<file path="src/source/acq_wr_pkg.sv">
package acq_wr_pkg;

    // record tags found in the top nibble of each fifo word
    typedef enum logic [3:0] {
        TAG_FILL = 4'd1,
        TAG_WFM  = 4'd2,
        TAG_CKSM = 4'd4
    } rec_tag_e;

    // field widths of the command and config words
    // these bound the largest ADDR_W and CNT_W a top level may choose
    localparam int CMD_CNT_W  = 32;
    localparam int CMD_ADDR_W = 29;
    // burst count width in the fill summary
    localparam int SUM_CNT_W  = 24;

    // apb register map
    localparam int APB_AW = 8;
    localparam int APB_DW = 32;
    localparam logic [APB_AW-1:0] REG_CTRL   = 8'h00;
    localparam logic [APB_AW-1:0] REG_START  = 8'h04;
    localparam logic [APB_AW-1:0] REG_STATUS = 8'h08;

    // fill header payload, only the start address is used here
    typedef struct packed {
        logic [51:0] upper;
        logic [22:0] start_addr;
        logic [52:0] lower;
    } fill_hdr_t;

    // waveform header payload, burst count in the low bits
    typedef struct packed {
        logic [104:0] info;
        logic [22:0]  num_bursts;
    } wfm_hdr_t;

    // same 128 bits read as either header, selected by the tag
    typedef union packed {
        fill_hdr_t fill;
        wfm_hdr_t  wfm;
    } rec_payload_u;

    // fifo head word
    typedef struct packed {
        rec_tag_e     tag;
        rec_payload_u payload;
    } fifo_word_t;

    // written to the header fifo once per fill
    typedef struct packed {
        logic [SUM_CNT_W-1:0] total_bursts;
        fill_hdr_t            hdr;
    } fill_summary_t;

    // sequencer to issuers
    typedef struct packed {
        logic                  load;
        logic [CMD_CNT_W-1:0]  count;
        logic                  active;
        logic                  load_addr;
        logic [CMD_ADDR_W-1:0] start_addr;
    } issue_cmd_t;

    // software configuration
    typedef struct packed {
        logic                  acq_enabled;
        logic                  en_fixed_start;
        logic [CMD_ADDR_W-1:0] fixed_start_addr;
    } wr_cfg_t;

endpackage

</file>
<file path="src/source/wr_cfg_apb.sv">
`timescale 1ns/1ps

module wr_cfg_apb (
    input  logic                          clk,
    input  logic                          reset,
    input  logic [acq_wr_pkg::APB_AW-1:0] paddr,
    input  logic                          psel,
    input  logic                          penable,
    input  logic                          pwrite,
    input  logic [acq_wr_pkg::APB_DW-1:0] pwdata,
    output logic [acq_wr_pkg::APB_DW-1:0] prdata,
    output logic                          pready,
    output logic                          pslverr,
    input  logic                          sync_err,
    input  logic                          wr_done,
    output acq_wr_pkg::wr_cfg_t           cfg
);
    import acq_wr_pkg::*;

    logic access;
    logic addr_hit;

    // second cycle of a transfer, no wait states
    assign access  = psel && penable;
    assign pready  = 1'b1;
    // unmapped offsets flag an error on the access cycle
    assign pslverr = access && !addr_hit;

    // read mux, status bits come straight from the sequencer
    always_comb begin
        prdata   = '0;
        addr_hit = 1'b1;
        case (paddr)
            REG_CTRL: begin
                prdata[0] = cfg.acq_enabled;
                prdata[1] = cfg.en_fixed_start;
            end
            REG_START: begin
                prdata[CMD_ADDR_W-1:0] = cfg.fixed_start_addr;
            end
            REG_STATUS: begin
                prdata[0] = sync_err;
                prdata[1] = wr_done;
            end
            default: begin
                addr_hit = 1'b0;
            end
        endcase
    end

    // register writes land on the access cycle
    // status offset ignores writes
    always_ff @(posedge clk) begin
        if (reset) begin
            cfg <= '0;
        end else if (access && pwrite) begin
            case (paddr)
                REG_CTRL: begin
                    cfg.acq_enabled    <= pwdata[0];
                    cfg.en_fixed_start <= pwdata[1];
                end
                REG_START: begin
                    cfg.fixed_start_addr <= pwdata[CMD_ADDR_W-1:0];
                end
                default: ;
            endcase
        end
    end

endmodule

</file>
<file path="src/source/address_issuer.sv">
`timescale 1ns/1ps

module address_issuer #(
    parameter int ADDR_W = 23,
    parameter int CNT_W  = 24
) (
    input  logic                   clk,
    input  logic                   reset,
    input  acq_wr_pkg::issue_cmd_t cmd,
    input  logic                   data_accept,
    input  logic                   app_rdy,
    output logic                   app_en,
    output logic [ADDR_W+2:0]      app_addr,
    output logic                   addr_accept,
    output logic                   addr_done
);

    logic [ADDR_W-1:0] addr_gen;
    logic [CNT_W-1:0]  addr_cnt;
    // data beats accepted minus addresses accepted
    logic [CNT_W-1:0]  lead;

    assign addr_accept = app_en && app_rdy;
    assign addr_done   = (addr_cnt == '0);
    // an address only goes out once its data beat is already in
    assign app_en      = cmd.active && (lead != '0) && !addr_done;
    // memory takes a byte-lane address, low three bits are zero
    assign app_addr    = {addr_gen, 3'b000};

    // word address generator
    always_ff @(posedge clk) begin
        if (reset) begin
            addr_gen <= '0;
        end else if (cmd.load_addr) begin
            addr_gen <= cmd.start_addr[ADDR_W-1:0];
        end else if (addr_accept) begin
            addr_gen <= addr_gen + 1'b1;
        end
    end

    // addresses still owed for this record
    always_ff @(posedge clk) begin
        if (reset) begin
            addr_cnt <= '0;
        end else if (cmd.load) begin
            addr_cnt <= cmd.count[CNT_W-1:0];
        end else if (addr_accept) begin
            addr_cnt <= addr_cnt - 1'b1;
        end
    end

    // throttle, both accepted in one cycle leaves it unchanged
    always_ff @(posedge clk) begin
        if (reset) begin
            lead <= '0;
        end else if (data_accept && !addr_accept) begin
            lead <= lead + 1'b1;
        end else if (addr_accept && !data_accept) begin
            lead <= lead - 1'b1;
        end
    end

endmodule

</file>
<file path="src/source/data_issuer.sv">
`timescale 1ns/1ps

module data_issuer #(
    parameter int CNT_W = 24
) (
    input  logic                   clk,
    input  logic                   reset,
    input  acq_wr_pkg::issue_cmd_t cmd,
    input  logic                   fifo_empty,
    input  logic                   app_wdf_rdy,
    output logic                   app_wdf_wren,
    output logic                   app_wdf_end,
    output logic                   fifo_rd_en,
    output logic                   data_accept,
    output logic                   data_done
);

    // bursts still owed for this record
    logic [CNT_W-1:0] burst_cnt;

    assign data_done    = (burst_cnt == '0);
    // present a beat only with data at the fifo head
    assign app_wdf_wren = cmd.active && !fifo_empty && !data_done;
    // single beat bursts, every beat is also the last
    assign app_wdf_end  = app_wdf_wren;
    assign data_accept  = app_wdf_wren && app_wdf_rdy;
    // fall-through fifo, pop once the beat is taken
    assign fifo_rd_en   = data_accept;

    always_ff @(posedge clk) begin
        if (reset) begin
            burst_cnt <= '0;
        end else if (cmd.load) begin
            burst_cnt <= cmd.count[CNT_W-1:0];
        end else if (data_accept) begin
            burst_cnt <= burst_cnt - 1'b1;
        end
    end

endmodule

</file>
<file path="src/source/wr_sequencer.sv">
`timescale 1ns/1ps

module wr_sequencer #(
    parameter int ADDR_W = 23,
    parameter int CNT_W  = 24
) (
    input  logic                      clk,
    input  logic                      reset,
    input  acq_wr_pkg::wr_cfg_t       cfg,
    input  acq_wr_pkg::fifo_word_t    fifo_dat,
    input  logic                      fifo_empty,
    input  logic                      addr_done,
    input  logic                      data_done,
    input  logic                      addr_accept,
    input  logic                      acq_done,
    output acq_wr_pkg::issue_cmd_t    cmd,
    output logic                      hdr_wr_en,
    output acq_wr_pkg::fill_summary_t hdr_wr_dat,
    output logic                      sync_err,
    output logic                      wr_done
);
    import acq_wr_pkg::*;

    // one-hot state bit indices
    localparam int IDLE       = 0;
    localparam int TEST_TAG   = 1;
    localparam int SYNC_ERR   = 2;
    localparam int INIT_FILL  = 3;
    localparam int INIT_WFM   = 4;
    localparam int INIT_CKSM  = 5;
    localparam int WRITE      = 6;
    localparam int WRITE_CKSM = 7;
    localparam int WRITE_HDR  = 8;
    localparam int DONE       = 9;
    localparam int NUM_STATES = 10;

    logic [NUM_STATES-1:0] state;
    logic [NUM_STATES-1:0] next;
    logic                  acq_done_meta;
    logic                  acq_done_sync;
    logic                  rec_done;
    logic                  in_fill;
    logic [CNT_W-1:0]      wfm_count;
    logic [ADDR_W-1:0]     start_addr_d;
    logic [CNT_W-1:0]      total_cnt;
    fill_hdr_t             fill_hdr_q;
    logic [SUM_CNT_W-1:0]  sum_cnt_q;
    logic                  cmd_load;
    logic                  cmd_active;
    logic                  cmd_load_addr;
    logic [CMD_CNT_W-1:0]  cmd_count;
    logic [CMD_ADDR_W-1:0] cmd_start_addr;

    // record finished once both countdowns hit zero
    assign rec_done     = addr_done && data_done;
    // waveform header plus its data bursts
    assign wfm_count    = CNT_W'(fifo_dat.payload.wfm.num_bursts) + CNT_W'(1);
    // fixed register overrides the header start address
    assign start_addr_d = cfg.en_fixed_start ? ADDR_W'(cfg.fixed_start_addr)
                                             : ADDR_W'(fifo_dat.payload.fill.start_addr);

    assign cmd = '{load: cmd_load, count: cmd_count, active: cmd_active,
                   load_addr: cmd_load_addr, start_addr: cmd_start_addr};
    assign hdr_wr_dat = '{total_bursts: sum_cnt_q, hdr: fill_hdr_q};

    // two-flop synchronizer on acq_done
    always_ff @(posedge clk) begin
        if (reset) begin
            acq_done_meta <= 1'b0;
            acq_done_sync <= 1'b0;
        end else begin
            acq_done_meta <= acq_done;
            acq_done_sync <= acq_done_meta;
        end
    end

    always_comb begin
        next = '0;
        case (1'b1)
            state[IDLE]: begin
                // fall-through fifo, head word valid when not empty
                if (fifo_empty) next[IDLE] = 1'b1;
                else next[TEST_TAG] = 1'b1;
            end
            state[TEST_TAG]: begin
                case (fifo_dat.tag)
                    TAG_FILL: next[INIT_FILL] = 1'b1;
                    TAG_WFM:  next[INIT_WFM]  = 1'b1;
                    TAG_CKSM: next[INIT_CKSM] = 1'b1;
                    // lost record alignment
                    default:  next[SYNC_ERR]  = 1'b1;
                endcase
            end
            // only leaves when acquisition is disabled
            state[SYNC_ERR]: next[SYNC_ERR] = 1'b1;
            state[INIT_FILL], state[INIT_WFM]: next[WRITE] = 1'b1;
            state[INIT_CKSM]: next[WRITE_CKSM] = 1'b1;
            state[WRITE]: begin
                if (rec_done) next[IDLE] = 1'b1;
                else next[WRITE] = 1'b1;
            end
            state[WRITE_CKSM]: begin
                if (rec_done) next[WRITE_HDR] = 1'b1;
                else next[WRITE_CKSM] = 1'b1;
            end
            state[WRITE_HDR]: next[DONE] = 1'b1;
            state[DONE]: begin
                if (acq_done_sync) next[IDLE] = 1'b1;
                else next[DONE] = 1'b1;
            end
            default: next[IDLE] = 1'b1;
        endcase
    end

    // state and control outputs, registered from the next state
    // disabling acquisition forces idle with all strobes low
    always_ff @(posedge clk) begin
        if (reset || !cfg.acq_enabled) begin
            state         <= NUM_STATES'(1) << IDLE;
            cmd_load      <= 1'b0;
            cmd_load_addr <= 1'b0;
            cmd_active    <= 1'b0;
            hdr_wr_en     <= 1'b0;
            sync_err      <= 1'b0;
            wr_done       <= 1'b0;
        end else begin
            state         <= next;
            cmd_load      <= next[INIT_FILL] || next[INIT_WFM] || next[INIT_CKSM];
            cmd_load_addr <= next[INIT_FILL];
            cmd_active    <= next[WRITE] || next[WRITE_CKSM];
            hdr_wr_en     <= next[WRITE_HDR];
            sync_err      <= next[SYNC_ERR];
            wr_done       <= next[DONE];
        end
    end

    // fill header burst is counted up front, then every later address
    always_ff @(posedge clk) begin
        if (reset) begin
            total_cnt <= '0;
            in_fill   <= 1'b0;
        end else if (state[INIT_FILL]) begin
            total_cnt <= CNT_W'(1);
            in_fill   <= 1'b1;
        end else begin
            if (state[INIT_WFM] || state[INIT_CKSM]) in_fill <= 1'b0;
            if (addr_accept && !in_fill) total_cnt <= total_cnt + 1'b1;
        end
    end

    // counts and header sampled while the tag is under test
    always_ff @(posedge clk) begin
        if (state[TEST_TAG]) begin
            cmd_count      <= (fifo_dat.tag == TAG_WFM) ? CMD_CNT_W'(wfm_count)
                                                        : CMD_CNT_W'(1);
            cmd_start_addr <= CMD_ADDR_W'(start_addr_d);
        end
        if (state[TEST_TAG] && fifo_dat.tag == TAG_FILL) begin
            fill_hdr_q <= fifo_dat.payload.fill;
        end
        // total frozen as the checksum completes
        if (state[WRITE_CKSM] && rec_done) begin
            sum_cnt_q <= SUM_CNT_W'(total_cnt);
        end
    end

endmodule

</file>
<file path="src/source/acq_wr_top.sv">
`timescale 1ns/1ps

module acq_wr_top #(
    parameter int ADDR_W = 23,
    parameter int CNT_W  = 24
) (
    input  logic                          clk,
    input  logic                          reset,
    // apb configuration slave
    input  logic [acq_wr_pkg::APB_AW-1:0] paddr,
    input  logic                          psel,
    input  logic                          penable,
    input  logic                          pwrite,
    input  logic [acq_wr_pkg::APB_DW-1:0] pwdata,
    output logic [acq_wr_pkg::APB_DW-1:0] prdata,
    output logic                          pready,
    output logic                          pslverr,
    // adc sample fifo head
    input  acq_wr_pkg::fifo_word_t        fifo_dat,
    input  logic                          fifo_empty,
    output logic                          fifo_rd_en,
    // memory write data channel
    output logic                          app_wdf_wren,
    output logic                          app_wdf_end,
    input  logic                          app_wdf_rdy,
    // memory address channel
    output logic                          app_en,
    output logic [ADDR_W+2:0]             app_addr,
    input  logic                          app_rdy,
    // header fifo
    output logic                          hdr_wr_en,
    output acq_wr_pkg::fill_summary_t     hdr_wr_dat,
    input  logic                          acq_done
);
    import acq_wr_pkg::*;

    wr_cfg_t    cfg;
    issue_cmd_t cmd;
    logic       sync_err;
    logic       wr_done;
    logic       addr_done;
    logic       data_done;
    logic       addr_accept;
    logic       data_accept;

    wr_cfg_apb u_cfg (
        .clk, .reset, .paddr, .psel, .penable, .pwrite, .pwdata,
        .prdata, .pready, .pslverr, .sync_err, .wr_done, .cfg
    );

    wr_sequencer #(.ADDR_W(ADDR_W), .CNT_W(CNT_W)) u_seq (
        .clk, .reset, .cfg, .fifo_dat, .fifo_empty, .addr_done, .data_done,
        .addr_accept, .acq_done, .cmd, .hdr_wr_en, .hdr_wr_dat, .sync_err, .wr_done
    );

    // address side follows the data side through data_accept
    address_issuer #(.ADDR_W(ADDR_W), .CNT_W(CNT_W)) u_addr (
        .clk, .reset, .cmd, .data_accept, .app_rdy,
        .app_en, .app_addr, .addr_accept, .addr_done
    );

    data_issuer #(.CNT_W(CNT_W)) u_data (
        .clk, .reset, .cmd, .fifo_empty, .app_wdf_rdy,
        .app_wdf_wren, .app_wdf_end, .fifo_rd_en, .data_accept, .data_done
    );

endmodule

</file>
<file path="config.mk">
export PLATFORM = sky130hd
export DESIGN_NAME = acq_wr_top
export DESIGN_NICKNAME = d
export VERILOG_FILES = /design/src/source/acq_wr_pkg.sv /design/src/source/wr_cfg_apb.sv /design/src/source/address_issuer.sv /design/src/source/data_issuer.sv /design/src/source/wr_sequencer.sv /design/src/source/acq_wr_top.sv
export SDC_FILE = /design/constraint.sdc
export NUM_CORES = 1
export LEC_CHECK = 0
export ABC_AREA = 1
export BUFFER_PORTS_ARGS = -buffer_cell sky130_fd_sc_hd__buf_4
export CAP_MARGIN = 20
export CORE_MARGIN = 1
export CORE_UTILIZATION = 55
export DETAILED_ROUTE_END_ITERATION = 16
export GPL_ROUTABILITY_DRIVEN = 0
export PLACE_DENSITY = 0.79
export SLEW_MARGIN = 10
export SYNTH_ARGS = -nofsm -noshare
export SYNTH_HDL_FRONTEND = slang
export SYNTH_HIERARCHICAL = 1
export SYNTH_SLANG_ARGS = --single-unit
export TNS_END_PERCENT = 50
</file>
<file path="constraint.sdc">
create_clock -name clk -period 15.15 [get_ports clk]
set_clock_uncertainty 0.2 [all_clocks]
set_input_delay 3.03 -clock clk [delete_from_list [all_inputs] [get_ports clk]]
set_output_delay 3.03 -clock clk [all_outputs]
set_load 0.005 [all_outputs]
</file>
# Yosys cells after proc, flatten, opt, wreduce, memory -nomap -nowiden
# Index checks and enable logic that the tools add are counted.
# word_totals
reg_bits	368
inputBits	181
out_inout_bits	217
# classes
n_addsub	7
eq_ne	5
muxes	69
n_bitwise	1
reduce_logical	45
# op_table
op	n
24-bit two-way mux	6
24-bit by 1-bit subtractor with 24-bit output (second input constant)	3
23-bit two-way mux	3
1-bit two-way mux	56
24-bit by 1-bit adder with 24-bit output (second input constant)	2
24-bit zero test	2
27-bit two-way mux	1
23-bit by 1-bit adder with 24-bit output (second input constant)	1
24-bit nonzero test	1
23-bit by 1-bit adder with 23-bit output (second input constant)	1
1-bit logical AND	15
2-bit nonzero test	6
8-bit by 3-bit == test with 1-bit output (second input constant)	1
8-bit by 4-bit == test with 1-bit output (second input constant)	1
1-bit zero test	8
8-bit zero test	1
3-bit two-way mux	2
2-bit one-hot mux with 3 select lines	1
2-bit OR reduction	3
3-bit OR reduction	2
1-bit logical OR	5
4-bit by 1-bit == test with 1-bit output (second input constant)	1
4-bit by 2-bit == test with 1-bit output (second input constant)	1
4-bit by 3-bit == test with 1-bit output (second input constant)	1
2 further kinds	3

# Depth between registers and ports, before layout
# logic_depth
word_depth	11
depth_mapped	22
ltp_nobuf	22

# Hierarchy
# Netlist, hierarchy kept.
# modules_own_cells
mod	instances	cells_per_inst	area_each_um2
wr_sequencer	1	639	8838.5
address_issuer	1	995	5859.4
data_issuer	1	320	1850.5
wr_cfg_apb	1	290	1798.0

# Worst setup path before layout
# No wires, ideal clock.
# synth_path
path_kind	input to register
startpoint	input port fifo_dat[131] (netlist name)
endpoint	register u_seq.fill_hdr_q, in the netlist u_seq/hdr_wr_dat[0] (enable)
setup_time_ns	0.617
arrival_ns	8.564
slack_ns	5.769
stages	3
cell_sequence	nor2_1 nand2_1 nor2_1
# synth_via
elab_chain_cells	2
# synth_lines
element	line	rtl
from (decl)	acq_wr_top.sv:19	input acq_wr_pkg::fifo_word_t fifo_dat,
4-bit by 1-bit == test with 1-bit output	wr_sequencer.sv:158	if (state[TEST_TAG] && fifo_dat.tag == TAG_FILL) begin
1-bit logical AND	wr_sequencer.sv:158	
to (signal assigned)	wr_sequencer.sv:159	fill_hdr_q <= fifo_dat.payload.fill;
to (decl)	wr_sequencer.sv:46	fill_hdr_t fill_hdr_q;
# Every way passes these cells.
# A chain may end at the register's enable or synchronous reset.

# Worst setup path in the final report
# layout_path
startpoint	input port paddr[7] (netlist name)
endpoint	output port prdata[2] (netlist name)
# layout_via
elab_chain_cells	2
# layout_lines
element	line	rtl
from (decl)	acq_wr_top.sv:10	input logic [acq_wr_pkg::APB_AW-1:0] paddr,
8-bit by 3-bit == test with 1-bit output	wr_cfg_apb.sv:33	case (paddr)
27-bit two-way mux	wr_cfg_apb.sv:33	
to (decl)	acq_wr_top.sv:15	output logic [acq_wr_pkg::APB_DW-1:0] prdata,
# Every way passes these cells.

==> flow_summary.yaml <==
sta:
  relSlewSlack: 0.280
  hold_violations: 0
  finalSetupViolations: 0
  rsz0062_at_grt: "no"
  final-max-slew-violation-count: 0
  fin_setup_tns_ns: 0
  max_slew.worst_pin.slew_ns: 1.08
  period_share: 0.522
  hold-worst-slack_ns: 0.234
  min_period_ns: 7.91
  clock.fmax_mhz: 126
clock_network:
  clock_latency_ns: 0.56
  ctsResizeCount: 0
  postCtsHoldBufs: 0
  post_cts_buffers: 0
  cts_sinks: 364
  cts.path.max_buffers: 3
  cts_tree: "yes"
  htreeDepth: 2
  cts-buffers-inserted: 40
  path_clk_slew_ns: 0.06
  clockRootBuffer: "clkbuf_16"
place:
  io_buffers: 387
  dp_hpwl_um: 38300
critical_path:
  crit_path_frequent_cell: "buf_4"
  critPathSlowestCell: "buf_4"
  critPathLaunchType: "input port"
  setup.worst_path.class: "in2out"
  required_ns: 11.92
  crit_buf_inv: 4
  critical_path.top_delay_family: "buffers and inverters"
  arrival_ns: 4.68
  path_cells: "buf_4 -> nor2_1 -> nand2_2 -> nor2_8 -> buf_4 -> inv_4 -> nor2_1 -> buf_4"
  path_max_fanout: 61
  worstSetupEndpointType: "primary output"
  slowest_delay_ns: 0.51
layout:
  syn_to_final_growth_pct: 24.8
  final_common_cell: "nand2_1"
  drive_gt1_frac: 0.208
  finalNetCount: 2804
  final_cell_mix: "nand2_1, buf_4, nor2_1"
  utilization: 0.698
routing:
  viasPerCell: 5.39
  remaining_drc_errors: 0
  detail_route.wirelength_um: 52400
  first_pass_iters: 10
  first_iter_violations: 1476
  wire_per_inst_um: 17.1
  ant_nets: 0
  num_vias: 16523
global_route:
  grt_max_degree: 70
  antenna_found_initial: 1
  track_usage: 0.303
  gr-usage-met2: 0.519
  grt_pass1_vias: 15488
  grtUsageMet3: 0.0644
  overflow: 0
  busiest_layer: "met2"
  grt_pass1_wl_um: 80200
  grtUsageMet1: 0.365
pwr:
  power.density_mw_per_mm2: 94.3
  ir_worst_vdd_mv: 0.0843
  p_total_mw: 2.15
  p_leak_nw: 9.78
yosys:
  syn_inst: 2229
  ys_warn_count: 6
  syn-cell-area_sq_mm: 0.0182
  syn_avg_cell_area_sq_um: 8.18
die:
  num_rows: 66
  coreArea_sq_mm: 0.0326
  start_util: 0.559
  dieWidth_um: 184
  design.die.area_sq_mm: 0.0339
  die_h_um: 184
  ios: 398
job:
  drv_cap: 0
min_path:
  hold_path_class: "reg2reg"
status:
  status: "finished clean"
## layer usage
| metal | vias to the layer above | share of wire |
|---|---|---|
| met3 | 142 | 0.081 |
| met4 | 0 | 0.046 |
| met1 | 7656 | 0.38 |
| met5 | - | 0 |
| li1 | 7991 | - |
| met2 | 734 | 0.49 |
## final cells by class
type                       instances  area, sq um
antenna                            1         2.50
clock buffer                      50         1080
clock inverter                    23          340
fill                            2541         9860
inverter                         258          976
multi-input combinational       1531         7540
sequential                       364         9280
tap                              442          553
timing repair buffer             398         2990
## metrics by stage
step                      cell area [sq um]  cells  worst slack, ns
after floorplan                       18300   2233             5.77
after CTS                             22800   3066             7.30
after detailed placement              21300   2993             7.31
after global routing                  22800   3067             7.15
final                                 22800   3067             7.24
after global placement                21300   2993             7.38
## path summary, 6_finish.rpt
| kind | cells after the start | slack, ns | from | to |
|---|---|---|---|---|
| worst max register to register | 20 | 10.34 | u_addr/addr_cnt[0] | u_addr/lead[17] |
| worst min-delay path | 2 | 0.23 | u_seq/acq_done_meta | u_seq/acq_done_sync |
| worst min register to register | 2 | 0.23 | u_seq/acq_done_meta | u_seq/acq_done_sync |
| worst max-delay path | 8 | 7.24 | paddr[7] | prdata[2] |
## power by group
part	leakage [nW]	internal, mW	switching, mW	total (mW)
sequential	3.07	1.04	0.000152	1.04
clock	0.688	0.619	0.417	1.04
combinational	6.03	0.0377	0.0358	0.0735
## state kept, by name, summed over array words and instances (netlist names)
name,cells
u_seq/total_cnt,24
u_data/burst_cnt,24
u_seq/state,9
u_seq/wr_done,1
u_addr/addr_cnt,24
u_seq/acq_done_sync,1
u_cfg/cfg,31
u_addr/addr_gen,23
u_seq/cmd_count,24
u_addr/lead,24
u_seq/cmd_active,1
u_seq/acq_done_meta,1
u_seq/cmd_load,1
u_seq/sum_cnt_q,24
u_seq/cmd_start_addr,23
u_seq/in_fill,1
u_seq/hdr_wr_dat,128
## tightest hold or removal path: cells and delay by family, from the launching register on
family / cells / cell delay, ns
AND/OR/NAND/NOR: 1 / 0.04
buffers and inverters: 1 / 0.04
flip-flops: 1 / 0.30
(Power assumes the default switching activity.)
